===== src/design/fcmp_pkg.sv =====
package fcmp_pkg;

    // Raw binary32 value and its fields
    typedef logic [31:0] fp32_t;
    typedef logic [7:0]  fexp_t;
    typedef logic [22:0] fman_t;

    typedef logic [31:0] apb_data_t;

    // Code 3 is not a legal command
    typedef enum logic [1:0] {
        CMP_FEQ = 2'd0,
        CMP_FLT = 2'd1,
        CMP_FLE = 2'd2
    } fcmp_op_e;

    typedef struct packed {
        logic sign;
        logic is_zero;
        logic is_nan;
        logic is_snan;
    } fp_class_t;

    typedef struct packed {
        logic     valid;
        fcmp_op_e op;
        fp32_t    a;
        fp32_t    b;
    } cmp_req_t;

    typedef struct packed {
        logic valid;
        logic res;
        logic nv;
    } cmp_rsp_t;

    // Byte offsets of the register map
    localparam logic [7:0] REG_OPA    = 8'h00;
    localparam logic [7:0] REG_OPB    = 8'h04;
    localparam logic [7:0] REG_CMD    = 8'h08;
    localparam logic [7:0] REG_RESULT = 8'h0C;
    localparam logic [7:0] REG_FFLAGS = 8'h10;

    // Bit positions inside REG_RESULT and REG_FFLAGS
    localparam int RESULT_RES_BIT  = 0;
    localparam int RESULT_DONE_BIT = 1;
    localparam int FFLAGS_NV_BIT   = 0;

endpackage


===== src/design/fp_classify.sv =====
`timescale 1ns/1ps

module fp_classify (
    input  logic                 pclk,
    input  fcmp_pkg::fp32_t      a,
    output fcmp_pkg::fp_class_t  cls
);

    import fcmp_pkg::*;

    logic  sign_f;
    fexp_t exp_f;
    fman_t man_f;
    logic  exp_ones;
    logic  exp_zero;
    logic  man_zero;

    assign {sign_f, exp_f, man_f} = a;

    assign exp_ones = &exp_f;
    assign exp_zero = (exp_f == '0);
    assign man_zero = (man_f == '0);

    assign cls.sign    = sign_f;
    assign cls.is_zero = exp_zero && man_zero;
    assign cls.is_nan  = exp_ones && !man_zero;

    // The quiet bit is the top fraction bit; a NaN without it is signalling
    assign cls.is_snan = exp_ones && !man_zero && !man_f[22];

    // A signalling NaN must also be reported as a NaN
    snan_implies_nan: assert property (
        @(posedge pclk) cls.is_snan |-> cls.is_nan
    );

endmodule


===== src/design/fp_compare.sv =====
`timescale 1ns/1ps

module fp_compare (
    input  logic               pclk,
    input  logic               rst_n,
    input  fcmp_pkg::cmp_req_t cmp_req,
    output fcmp_pkg::cmp_rsp_t cmp_rsp
);

    import fcmp_pkg::*;

    fp_class_t   cls_a;
    fp_class_t   cls_b;
    logic [30:0] mag_a;
    logic [30:0] mag_b;
    logic        both_zero;
    logic        any_nan;
    logic        any_snan;
    logic        is_eq;
    logic        is_lt;
    logic        is_le;
    logic        res_sel;
    logic        nv_sel;

    fp_classify u_cls_a (
        .pclk (pclk),
        .a    (cmp_req.a),
        .cls  (cls_a)
    );

    fp_classify u_cls_b (
        .pclk (pclk),
        .a    (cmp_req.b),
        .cls  (cls_b)
    );

    assign mag_a = cmp_req.a[30:0];
    assign mag_b = cmp_req.b[30:0];

    assign both_zero = cls_a.is_zero && cls_b.is_zero;
    assign any_nan   = cls_a.is_nan || cls_b.is_nan;
    assign any_snan  = cls_a.is_snan || cls_b.is_snan;

    // Bit-identical values are equal, and so are the two signed zeros
    assign is_eq = (cmp_req.a == cmp_req.b) || both_zero;

    // In sign-magnitude ordering the negatives reverse the magnitude order
    always_comb begin
        if (cls_a.sign != cls_b.sign) begin
            is_lt = cls_a.sign && !both_zero;
        end else if (!cls_a.sign) begin
            is_lt = mag_a < mag_b;
        end else begin
            is_lt = mag_a > mag_b;
        end
    end

    assign is_le = is_lt || is_eq;

    // feq is quiet and flags only sNaN while flt and fle flag any NaN
    always_comb begin
        res_sel = 1'b0;
        nv_sel  = 1'b0;
        case (cmp_req.op)
            CMP_FEQ: begin
                res_sel = is_eq && !any_nan;
                nv_sel  = any_snan;
            end
            CMP_FLT: begin
                res_sel = is_lt && !any_nan;
                nv_sel  = any_nan;
            end
            CMP_FLE: begin
                res_sel = is_le && !any_nan;
                nv_sel  = any_nan;
            end
            default: begin
                res_sel = 1'b0;
                nv_sel  = 1'b0;
            end
        endcase
    end

    always_ff @(posedge pclk or negedge rst_n) begin
        if (!rst_n) begin
            cmp_rsp <= '0;
        end else begin
            cmp_rsp <= '{valid: cmp_req.valid, res: res_sel, nv: nv_sel};
        end
    end

    rsp_follows_req: assert property (
        @(posedge pclk) disable iff (!rst_n) cmp_rsp.valid == $past(cmp_req.valid)
    );

    req_op_legal: assert property (
        @(posedge pclk) disable iff (!rst_n)
        cmp_req.valid |-> (cmp_req.op inside {CMP_FEQ, CMP_FLT, CMP_FLE})
    );

endmodule


===== src/design/fcmp_apb_regs.sv =====
`timescale 1ns/1ps

module fcmp_apb_regs #(
    parameter int ADDR_W = 8
) (
    input  logic                pclk,
    input  logic                rst_n,
    input  logic [ADDR_W-1:0]   paddr,
    input  logic                psel,
    input  logic                penable,
    input  logic                pwrite,
    input  fcmp_pkg::apb_data_t pwdata,
    output fcmp_pkg::apb_data_t prdata,
    output logic                pready,
    output logic                pslverr,
    output fcmp_pkg::cmp_req_t  cmp_req,
    input  fcmp_pkg::cmp_rsp_t  cmp_rsp
);

    import fcmp_pkg::*;

    logic      access;
    logic      wr_ok;
    logic      hit_opa;
    logic      hit_opb;
    logic      hit_cmd;
    logic      hit_res;
    logic      hit_flg;
    logic      mapped;
    logic      cmd_legal;
    logic      launch;
    logic      nv_clr;
    logic      nv_set;
    logic      res_rd;
    logic      done_rd;
    logic      nv_rd;

    fp32_t     opa_q;
    fp32_t     opb_q;
    fcmp_op_e  cmd_q;
    logic      launch_q;
    logic      res_q;
    logic      done_q;
    logic      nv_q;

    assign access = psel && penable;

    assign hit_opa = (paddr == ADDR_W'(REG_OPA));
    assign hit_opb = (paddr == ADDR_W'(REG_OPB));
    assign hit_cmd = (paddr == ADDR_W'(REG_CMD));
    assign hit_res = (paddr == ADDR_W'(REG_RESULT));
    assign hit_flg = (paddr == ADDR_W'(REG_FFLAGS));
    assign mapped  = hit_opa || hit_opb || hit_cmd || hit_res || hit_flg;

    assign cmd_legal = (pwdata[1:0] != 2'b11);

    // With no wait states the errors are flagged in the access cycle itself
    assign pready  = 1'b1;
    assign pslverr = access && (!mapped ||
                                (pwrite && hit_res) ||
                                (pwrite && hit_cmd && !cmd_legal));

    assign wr_ok  = access && pwrite && !pslverr;
    assign launch = wr_ok && hit_cmd;
    assign nv_clr = wr_ok && hit_flg && pwdata[FFLAGS_NV_BIT];
    assign nv_set = cmp_rsp.valid && cmp_rsp.nv;

    always_ff @(posedge pclk or negedge rst_n) begin
        if (!rst_n) begin
            opa_q    <= '0;
            opb_q    <= '0;
            cmd_q    <= CMP_FEQ;
            launch_q <= 1'b0;
        end else begin
            if (wr_ok && hit_opa) begin
                opa_q <= pwdata;
            end
            if (wr_ok && hit_opb) begin
                opb_q <= pwdata;
            end
            if (launch) begin
                cmd_q <= fcmp_op_e'(pwdata[1:0]);
            end
            launch_q <= launch;
        end
    end

    // A new launch clears done even if an older response lands in the same cycle
    always_ff @(posedge pclk or negedge rst_n) begin
        if (!rst_n) begin
            res_q  <= 1'b0;
            done_q <= 1'b0;
            nv_q   <= 1'b0;
        end else begin
            if (launch) begin
                done_q <= 1'b0;
            end else if (cmp_rsp.valid) begin
                done_q <= 1'b1;
                res_q  <= cmp_rsp.res;
            end
            nv_q <= (nv_q && !nv_clr) || nv_set;
        end
    end

    assign cmp_req = '{valid: launch_q, op: cmd_q, a: opa_q, b: opb_q};

    // The response can arrive in the access cycle of the very next read,
    // so it is forwarded to the read data alongside the stored state
    assign res_rd  = cmp_rsp.valid ? cmp_rsp.res : res_q;
    assign done_rd = done_q || cmp_rsp.valid;
    assign nv_rd   = nv_q || nv_set;

    always_comb begin
        prdata = '0;
        if (access && !pwrite) begin
            if (hit_opa) begin
                prdata = opa_q;
            end else if (hit_opb) begin
                prdata = opb_q;
            end else if (hit_cmd) begin
                prdata = apb_data_t'(cmd_q);
            end else if (hit_res) begin
                prdata[RESULT_RES_BIT]  = res_rd;
                prdata[RESULT_DONE_BIT] = done_rd;
            end else if (hit_flg) begin
                prdata[FFLAGS_NV_BIT] = nv_rd;
            end
        end
    end

    penable_needs_psel: assert property (
        @(posedge pclk) disable iff (!rst_n) penable |-> psel
    );

endmodule


===== src/design/fcmp_top.sv =====
`timescale 1ns/1ps

module fcmp_top #(
    parameter int ADDR_W = 8
) (
    input  logic                pclk,
    input  logic                rst_n,
    input  logic [ADDR_W-1:0]   paddr,
    input  logic                psel,
    input  logic                penable,
    input  logic                pwrite,
    input  fcmp_pkg::apb_data_t pwdata,
    output fcmp_pkg::apb_data_t prdata,
    output logic                pready,
    output logic                pslverr
);

    import fcmp_pkg::*;

    cmp_req_t cmp_req;
    cmp_rsp_t cmp_rsp;

    fcmp_apb_regs #(
        .ADDR_W (ADDR_W)
    ) u_regs (
        .pclk    (pclk),
        .rst_n   (rst_n),
        .paddr   (paddr),
        .psel    (psel),
        .penable (penable),
        .pwrite  (pwrite),
        .pwdata  (pwdata),
        .prdata  (prdata),
        .pready  (pready),
        .pslverr (pslverr),
        .cmp_req (cmp_req),
        .cmp_rsp (cmp_rsp)
    );

    fp_compare u_cmp (
        .pclk    (pclk),
        .rst_n   (rst_n),
        .cmp_req (cmp_req),
        .cmp_rsp (cmp_rsp)
    );

endmodule


===== config.mk =====
export PLATFORM = sky130hd
export DESIGN_NAME = fcmp_top
export DESIGN_NICKNAME = d
export VERILOG_FILES = /design/src/design/fcmp_pkg.sv /design/src/design/fp_classify.sv /design/src/design/fp_compare.sv /design/src/design/fcmp_apb_regs.sv /design/src/design/fcmp_top.sv
export SDC_FILE = /design/constraint.sdc
export NUM_CORES = 1
export LEC_CHECK = 0
export BUFFER_PORTS_ARGS = -buffer_cell sky130_fd_sc_hd__buf_2
export CAP_MARGIN = 20
export CORE_UTILIZATION = 61
export CTS_CLUSTER_SIZE = 24
export DETAILED_ROUTE_END_ITERATION = 12
export PLACE_DENSITY = 0.88
export SLEW_MARGIN = 10
export SYNTH_ARGS = -nofsm -noshare
export SYNTH_HDL_FRONTEND = slang
export SYNTH_SLANG_ARGS = --single-unit

===== constraint.sdc =====
create_clock -name pclk -period 3.2 [get_ports pclk]
set_clock_uncertainty 0.1 [all_clocks]
set_input_delay 0.64 -clock pclk [delete_from_list [all_inputs] [get_ports pclk]]
set_output_delay 0.64 -clock pclk [all_outputs]
set_load 0.005 [all_outputs]

======== Yosys cells after proc, flatten, opt, wreduce, memory -nomap -nowiden ========
Index checks and enable logic that the tools add are counted.
cells by class
  magnitude comparators ................... 2
  reduce and logical (&&, ||, !) cells .... 60
  equality and inequality tests ........... 9
  muxes and demuxes ....................... 14
operator list
  kind                number
  $mux 32             3
  $logic_not 23->1    2
  $eq 32x32->1        1
  $gt 31x31->1        1
  $lt 31x31->1        1
  $logic_and 1x1->1   26
  $logic_not 8->1     3
  $eq 8x4->1 const B  2
  $reduce_and 8->1    2
  $logic_or 1x1->1    13
  $logic_not 1->1     11
  $eq 8x3->1 const B  1
  $eq 8x5->1 const B  1
  $mux 1              8
  $pmux 1 s3          1
  $eq 2x1->1 const B  1
  $eq 2x2->1 const B  1
  $logic_not 2->1     1
  $mux 2              1
  $ne 2x2->1 const B  1
  $pmux 1 s2          1
  $reduce_bool 2->1   1
  $reduce_or 2->1     1
  $ne 1x1->1          1
storage, ports and cells
  logic and storage cells ................. 95
  flip-flop bits (word level) ............. 73

======== Depth between registers and ports, before layout ========
  word-level depth ........................ 16
  gate-level depth with buffers ........... 9
  depth with buffers taken out ............ 9

======== Modules after synthesis ========
Synthesis repeated with hierarchy kept, for this count alone.
unflattened totals
  cell total of the unflattened synthesis .. 410
  area, all modules ....................... 4615.7 µm²
modules (own cells, without submodules)
  module         times used  sequential area each (µm²)  cells each  area an instance (µm²)
  fcmp_apb_regs  1           1751.7                      245         3349.5
  fp_compare     1           75.1                        133         1036.0
  fp_classify    2           0.0                         16          115.1

======== Worst setup path before layout ========
Ideal clock, no wire load.
  kind .................................... input to register
  start ................................... input paddr[2]
  end ..................................... register u_regs.opa_q[10]
  slack ................................... 0.457 ns
  required time ........................... 2.972 ns
  cell stages on the path ................. 8
  arrival time ............................ 2.515 ns
  cell sequence ........................... buf_2 -> a21o_1 -> a21oi_1 -> nor2_1 -> or4b_4 -> nor3b_4 -> buf_4 -> mux2_1
between the ends
  cells in the longest elaborated chain, start to end .. 12
  elaborated cells on any way between the ends .. 19
RTL lines
  element                                        RTL line                                  text
  start: declaration                             fcmp_top.sv:8                             input logic [ADDR_W-1:0] paddr,
  $eq 8x3->1 or $logic_not 8->1 (tied branches)  fcmp_apb_regs.sv:49, fcmp_apb_regs.sv:48
  $logic_or 1x1->1 (4 in a row)                  fcmp_apb_regs.sv:53                       assign mapped = hit_opa || hit_opb || hit_cmd || hit_res || hit_flg;
  $logic_not 1->1                                fcmp_apb_regs.sv:59                       assign pslverr = access && (!mapped ||
  $logic_or 1x1->1                               fcmp_apb_regs.sv:59
  $logic_or 1x1->1                               fcmp_apb_regs.sv:60                       (pwrite && hit_res) ||
  $logic_and 1x1->1                              fcmp_apb_regs.sv:59
  $logic_not 1->1                                fcmp_apb_regs.sv:63                       assign wr_ok = access && pwrite && !pslverr;
  $logic_and 1x1->1                              fcmp_apb_regs.sv:63
  $logic_and 1x1->1 (*)                          fcmp_apb_regs.sv:75                       if (wr_ok && hit_opa) begin
  end signal: assignment                         fcmp_apb_regs.sv:76                       opa_q <= pwdata;
  end: declaration                               fcmp_apb_regs.sv:38                       fp32_t opa_q;
Mark *: on every way between the ends. The rest lies on a longest branch, timed or not.
A chain may end at the register's enable or synchronous reset.

======== Worst setup path after layout ========
  start ................................... input paddr[5]
  end ..................................... output prdata[5]
between the ends
  cells in the longest elaborated chain, start to end .. 4
  elaborated cells on any way between the ends .. 5
RTL lines
  element           RTL line              text
  $eq 8x3->1        fcmp_apb_regs.sv:49   assign hit_opb = (paddr == ADDR_W'(REG_OPB));
  $mux 32           fcmp_apb_regs.sv:118  end else if (hit_opb) begin
  $mux 32 (*)       fcmp_apb_regs.sv:116  if (hit_opa) begin
  $mux 32 (*)       fcmp_apb_regs.sv:115  if (access && !pwrite) begin
  end: declaration  fcmp_top.sv:13        output fcmp_pkg::apb_data_t prdata,
Marks and branches as above.

==> impl_metrics.env <==
export IMPL_grt_usage_pct=28.8
export IMPL_yosysWarnings=0
export IMPL_max_slew_margin_pct=44.5
export IMPL_synthTopCellsByArea="dfrtp_1 (41%), ha_1 (9.9%), mux2_2 (8.4%)"
export IMPL_vdd_ir_drop_max_uv=302
export IMPL_coreArea_um2=6910
export IMPL_root_buffer="clkbuf_8"
export IMPL_yosys_area_share_simple_pct=13.7
export IMPL_total_power_w=0.00166
export IMPL_yosysTopAreaCellShare_pct=41.4
export IMPL_required_ps=2460
export IMPL_synthArstFlopShare_pct=100
export IMPL_cts_max_level=3
export IMPL_via_per_inst=5.94
export IMPL_worstHoldStart="u_regs.launch_q"
export IMPL_drc_errors=0
export IMPL_rrSetupSlack_ps=630
export IMPL_drive_above_1_share_pct=26.6
export IMPL_fin_area_um2=5100
export IMPL_grt_pass1_wl_mm=16.7
export IMPL_hold_buffers=0
export IMPL_worst_setup_path_end_kind="output port"
export IMPL_synthMuxAreaShare_pct=23.4
export IMPL_gr_total_overflow=0
export IMPL_leakage_nw=2.66
export IMPL_avgRoutedWirePerCell_um=16.5
export IMPL_hold_path_end="u_cmp.cmp_rsp[2]"
export IMPL_postPlaceCellArea_um2=4930
export IMPL_r2r_start="u_regs.opb_q[18]"
export IMPL_multi_input_area_um2=2380
export IMPL_hpwl_mm=7.47
export IMPL_p_sw_share_pct=23.0
export IMPL_max_cap_violations=0
export IMPL_rsz0062_at_grt="no"
export IMPL_layout_nets=583
export IMPL_cts_reportedPaths_clkPinSlew_ps=70
export IMPL_drt_initial_drc_count=213
export IMPL_worstPathArrival_ps=2110
export IMPL_worstMarginPinSlew_ps=812
export IMPL_seqCellArea_um2=1830
export IMPL_ys_seq_area_share_pct=41.4
export IMPL_timing_final_crit_period_ps=2850
export IMPL_grt_max_degree=38
export IMPL_start_kind="input port"
export IMPL_power_density_nw_per_um2=326
export IMPL_dp_slack_ps=289
export IMPL_rows=30
export IMPL_synth_edf_count=0
export IMPL_ys_seq_elements=73
export IMPL_period_share_pct=89.1
export IMPL_port_buffers=77
export IMPL_die_area_um2=7580
export IMPL_ant_nets=0
export IMPL_synthXorXnorAreaFrac_pct=0.198
export IMPL_synthesis_nets=502
export IMPL_cts_setup_buffers=0
export IMPL_rr_worst_depth=9
export IMPL_p_int_w=0.00128
export IMPL_die_w_um=87.1
export IMPL_initial_core_util_pct=63.9
export IMPL_power_switching_w=0.000383
export IMPL_synth_ff_type="dfrtp_1"
export IMPL_pwr_share_comb_pct=5.5
export IMPL_cp_max_fo=17
export IMPL_synth_compound_area_share_pct=6.66
export IMPL_diodes=0
export IMPL_final_cell_count_no_fill=604
export IMPL_holdPathStages=0
export IMPL_syn_area_um2=4410
export IMPL_antenna_found_initial=0
export IMPL_synth_adder_area_share_pct=9.92
export IMPL_pwr_share_seq_pct=55.5
export IMPL_wl_mm=9.94
export IMPL_chipHeight_um=87.1
export IMPL_fmax_ghz=0.351
export IMPL_first_global_vias=3553
export IMPL_vias=3588
export IMPL_synth_area_leader_cell="dfrtp_1"
export IMPL_fillerInstances=512
export IMPL_clock_power_share_pct=39.0
export IMPL_path_class="input port to output port"
export IMPL_clock_path_buffers=2
export IMPL_ys_types=41
export IMPL_syn_inst=422
export IMPL_cts_sinks=73
export IMPL_pin_count=79
export IMPL_outcome="complete, no violations"
export IMPL_synth_top_family_by_area="multiplexers"
export IMPL_setup_viol=0
export IMPL_drv_slew=0
export IMPL_syn_area_per_cell_um2=10.5
export IMPL_first_pass_iters=4
export IMPL_gp_congestion=0.855
export IMPL_numCtsBuffers=9
export IMPL_placedCellCount=588
export IMPL_r2r_end="u_cmp.cmp_rsp[1]"
export IMPL_worst_slack_ps=349
export IMPL_cts_tree="built"
export IMPL_syn2layout_area_growth_pct=15.6
export IMPL_clk_latency_ps=340
export IMPL_finalHoldViolCount=0
export IMPL_hold_class="flip-flop to flip-flop"
export IMPL_setup_tns_ps=0
export IMPL_cts_resized=0
## stage by stage
stage	utilization [%]	hold slack (ps)
4_1_cts	73.9	261
3_5_place_dp	71.3	245
5_1_grt	73.9	273
6_report	73.9	260
3_3_place_gp	71.3	234
2_1_floorplan	-	231
## layout by cell type (no fill, tap or decap), types with 2 or more instances in the layout
cell	Yosys	routed
a211oi_1	3	3
a21boi_0	3	3
a21o_1	4	4
a21oi_1	14	14
a22oi_1	2	2
and2_1	2	2
buf_12	0	2
buf_2	4	77
buf_4	4	6
clkbuf_1	7	2
clkbuf_8	0	11
clkinv_2	0	3
dfrtp_1	73	73
ha_1	35	35
inv_1	35	35
mux2_1	31	31
mux2_2	33	33
mux2i_1	31	31
nand2_1	19	19
nand3_1	9	9
nand4_1	14	14
nor2_1	47	47
nor2b_1	3	3
nor3_1	5	5
nor4_1	15	15
o211ai_1	2	2
o21ai_0	10	10
## state kept, by name, summed over array words and instances, names as in the netlist
name / count
u_regs.res_q: 1
u_regs.nv_q: 1
u_regs.done_q: 1
u_regs.launch_q: 1
u_regs.opa_q: 32
u_regs.opb_q: 32
u_regs.cmd_q: 2
u_cmp.cmp_rsp: 3
## worst max path at each step
stage / to / start / cells after the start / slack, ps
final: prdata[5] / paddr[5] / 8 / 350
after global routing: prdata[5] / paddr[5] / 8 / 220
after CTS: prdata[5] / paddr[5] / 8 / 350
after detailed placement: u_regs.opa_q[20] / pwdata[0] / 8 / 290
after global placement: u_regs.opa_q[6] / pwdata[0] / 8 / 440
after floorplan: u_regs.opa_q[10] / paddr[2] / 8 / 460
## critical path, stage by stage
cell and delay, ps:
buf_2 90, nor3_1 160, nand2_1 140, nor3_1 380, nand2_1 170, buf_4 230, nor2_1 150, buf_2 130
## cell type report
type	instances	area share, %
clock inverter	3	0.294
clock buffer	13	3.12
multi-input combinational	299	46.6
inverter	35	2.58
timing repair buffer	85	9.22
tap	96	2.35
sequential	73	35.8
## layer usage
| metal | track usage (%) | part of all wire [%] |
|---|---|---|
| met1 | 36.8 | 42 |
| met2 | 48.1 | 49 |
| met3 | 5.31 | 7.3 |
| met4 | 12.0 | 2.1 |
| met5 | 0 | 0 |
## power by group through the flow
| stage | Clock [W] | Sequential (W) | Combinational [W] |
|---|---|---|---|
| 2_1_floorplan | 0 | 0.000941 | 0.0000297 |
| 3_3_place_gp | 0 | 0.000941 | 0.0000882 |
| 3_5_place_dp | 0 | 0.000941 | 0.0000919 |
| 4_1_cts | 0.000658 | 0.000923 | 0.0000921 |
| 5_1_grt | 0.000701 | 0.000922 | 0.000101 |
| 6_report | 0.000649 | 0.000923 | 0.0000909 |
## kinds of logic (layout without fill, tap and decap cells)
kind of cell | count (synthesis) | count (layout)
AO/OA/AOI/OAI | 46 | 46
XOR/XNOR | 1 | 1
adder cells (fa/ha/maj) | 35 | 35
buffers and inverters | 50 | 136
flip-flops | 73 | 73
multiplexers | 95 | 95
other | 1 | 1
AND/OR/NAND/NOR | 121 | 121
## cells in the mapped netlist (2+ instances only)
library cell	count
dfrtp_1	73
nor2_1	47
ha_1	35
inv_1	35
mux2_2	33
mux2_1	31
mux2i_1	31
nand2_1	19
nor4_1	15
a21oi_1	14
nand4_1	14
o21ai_0	10
nand3_1	9
clkbuf_1	7
nor3_1	5
a21o_1	4
buf_2	4
buf_4	4
a211oi_1	3
a21boi_0	3
nor2b_1	3
a22oi_1	2
and2_1	2
o211ai_1	2
No activity file was read; power rests on OpenSTA's default activity.
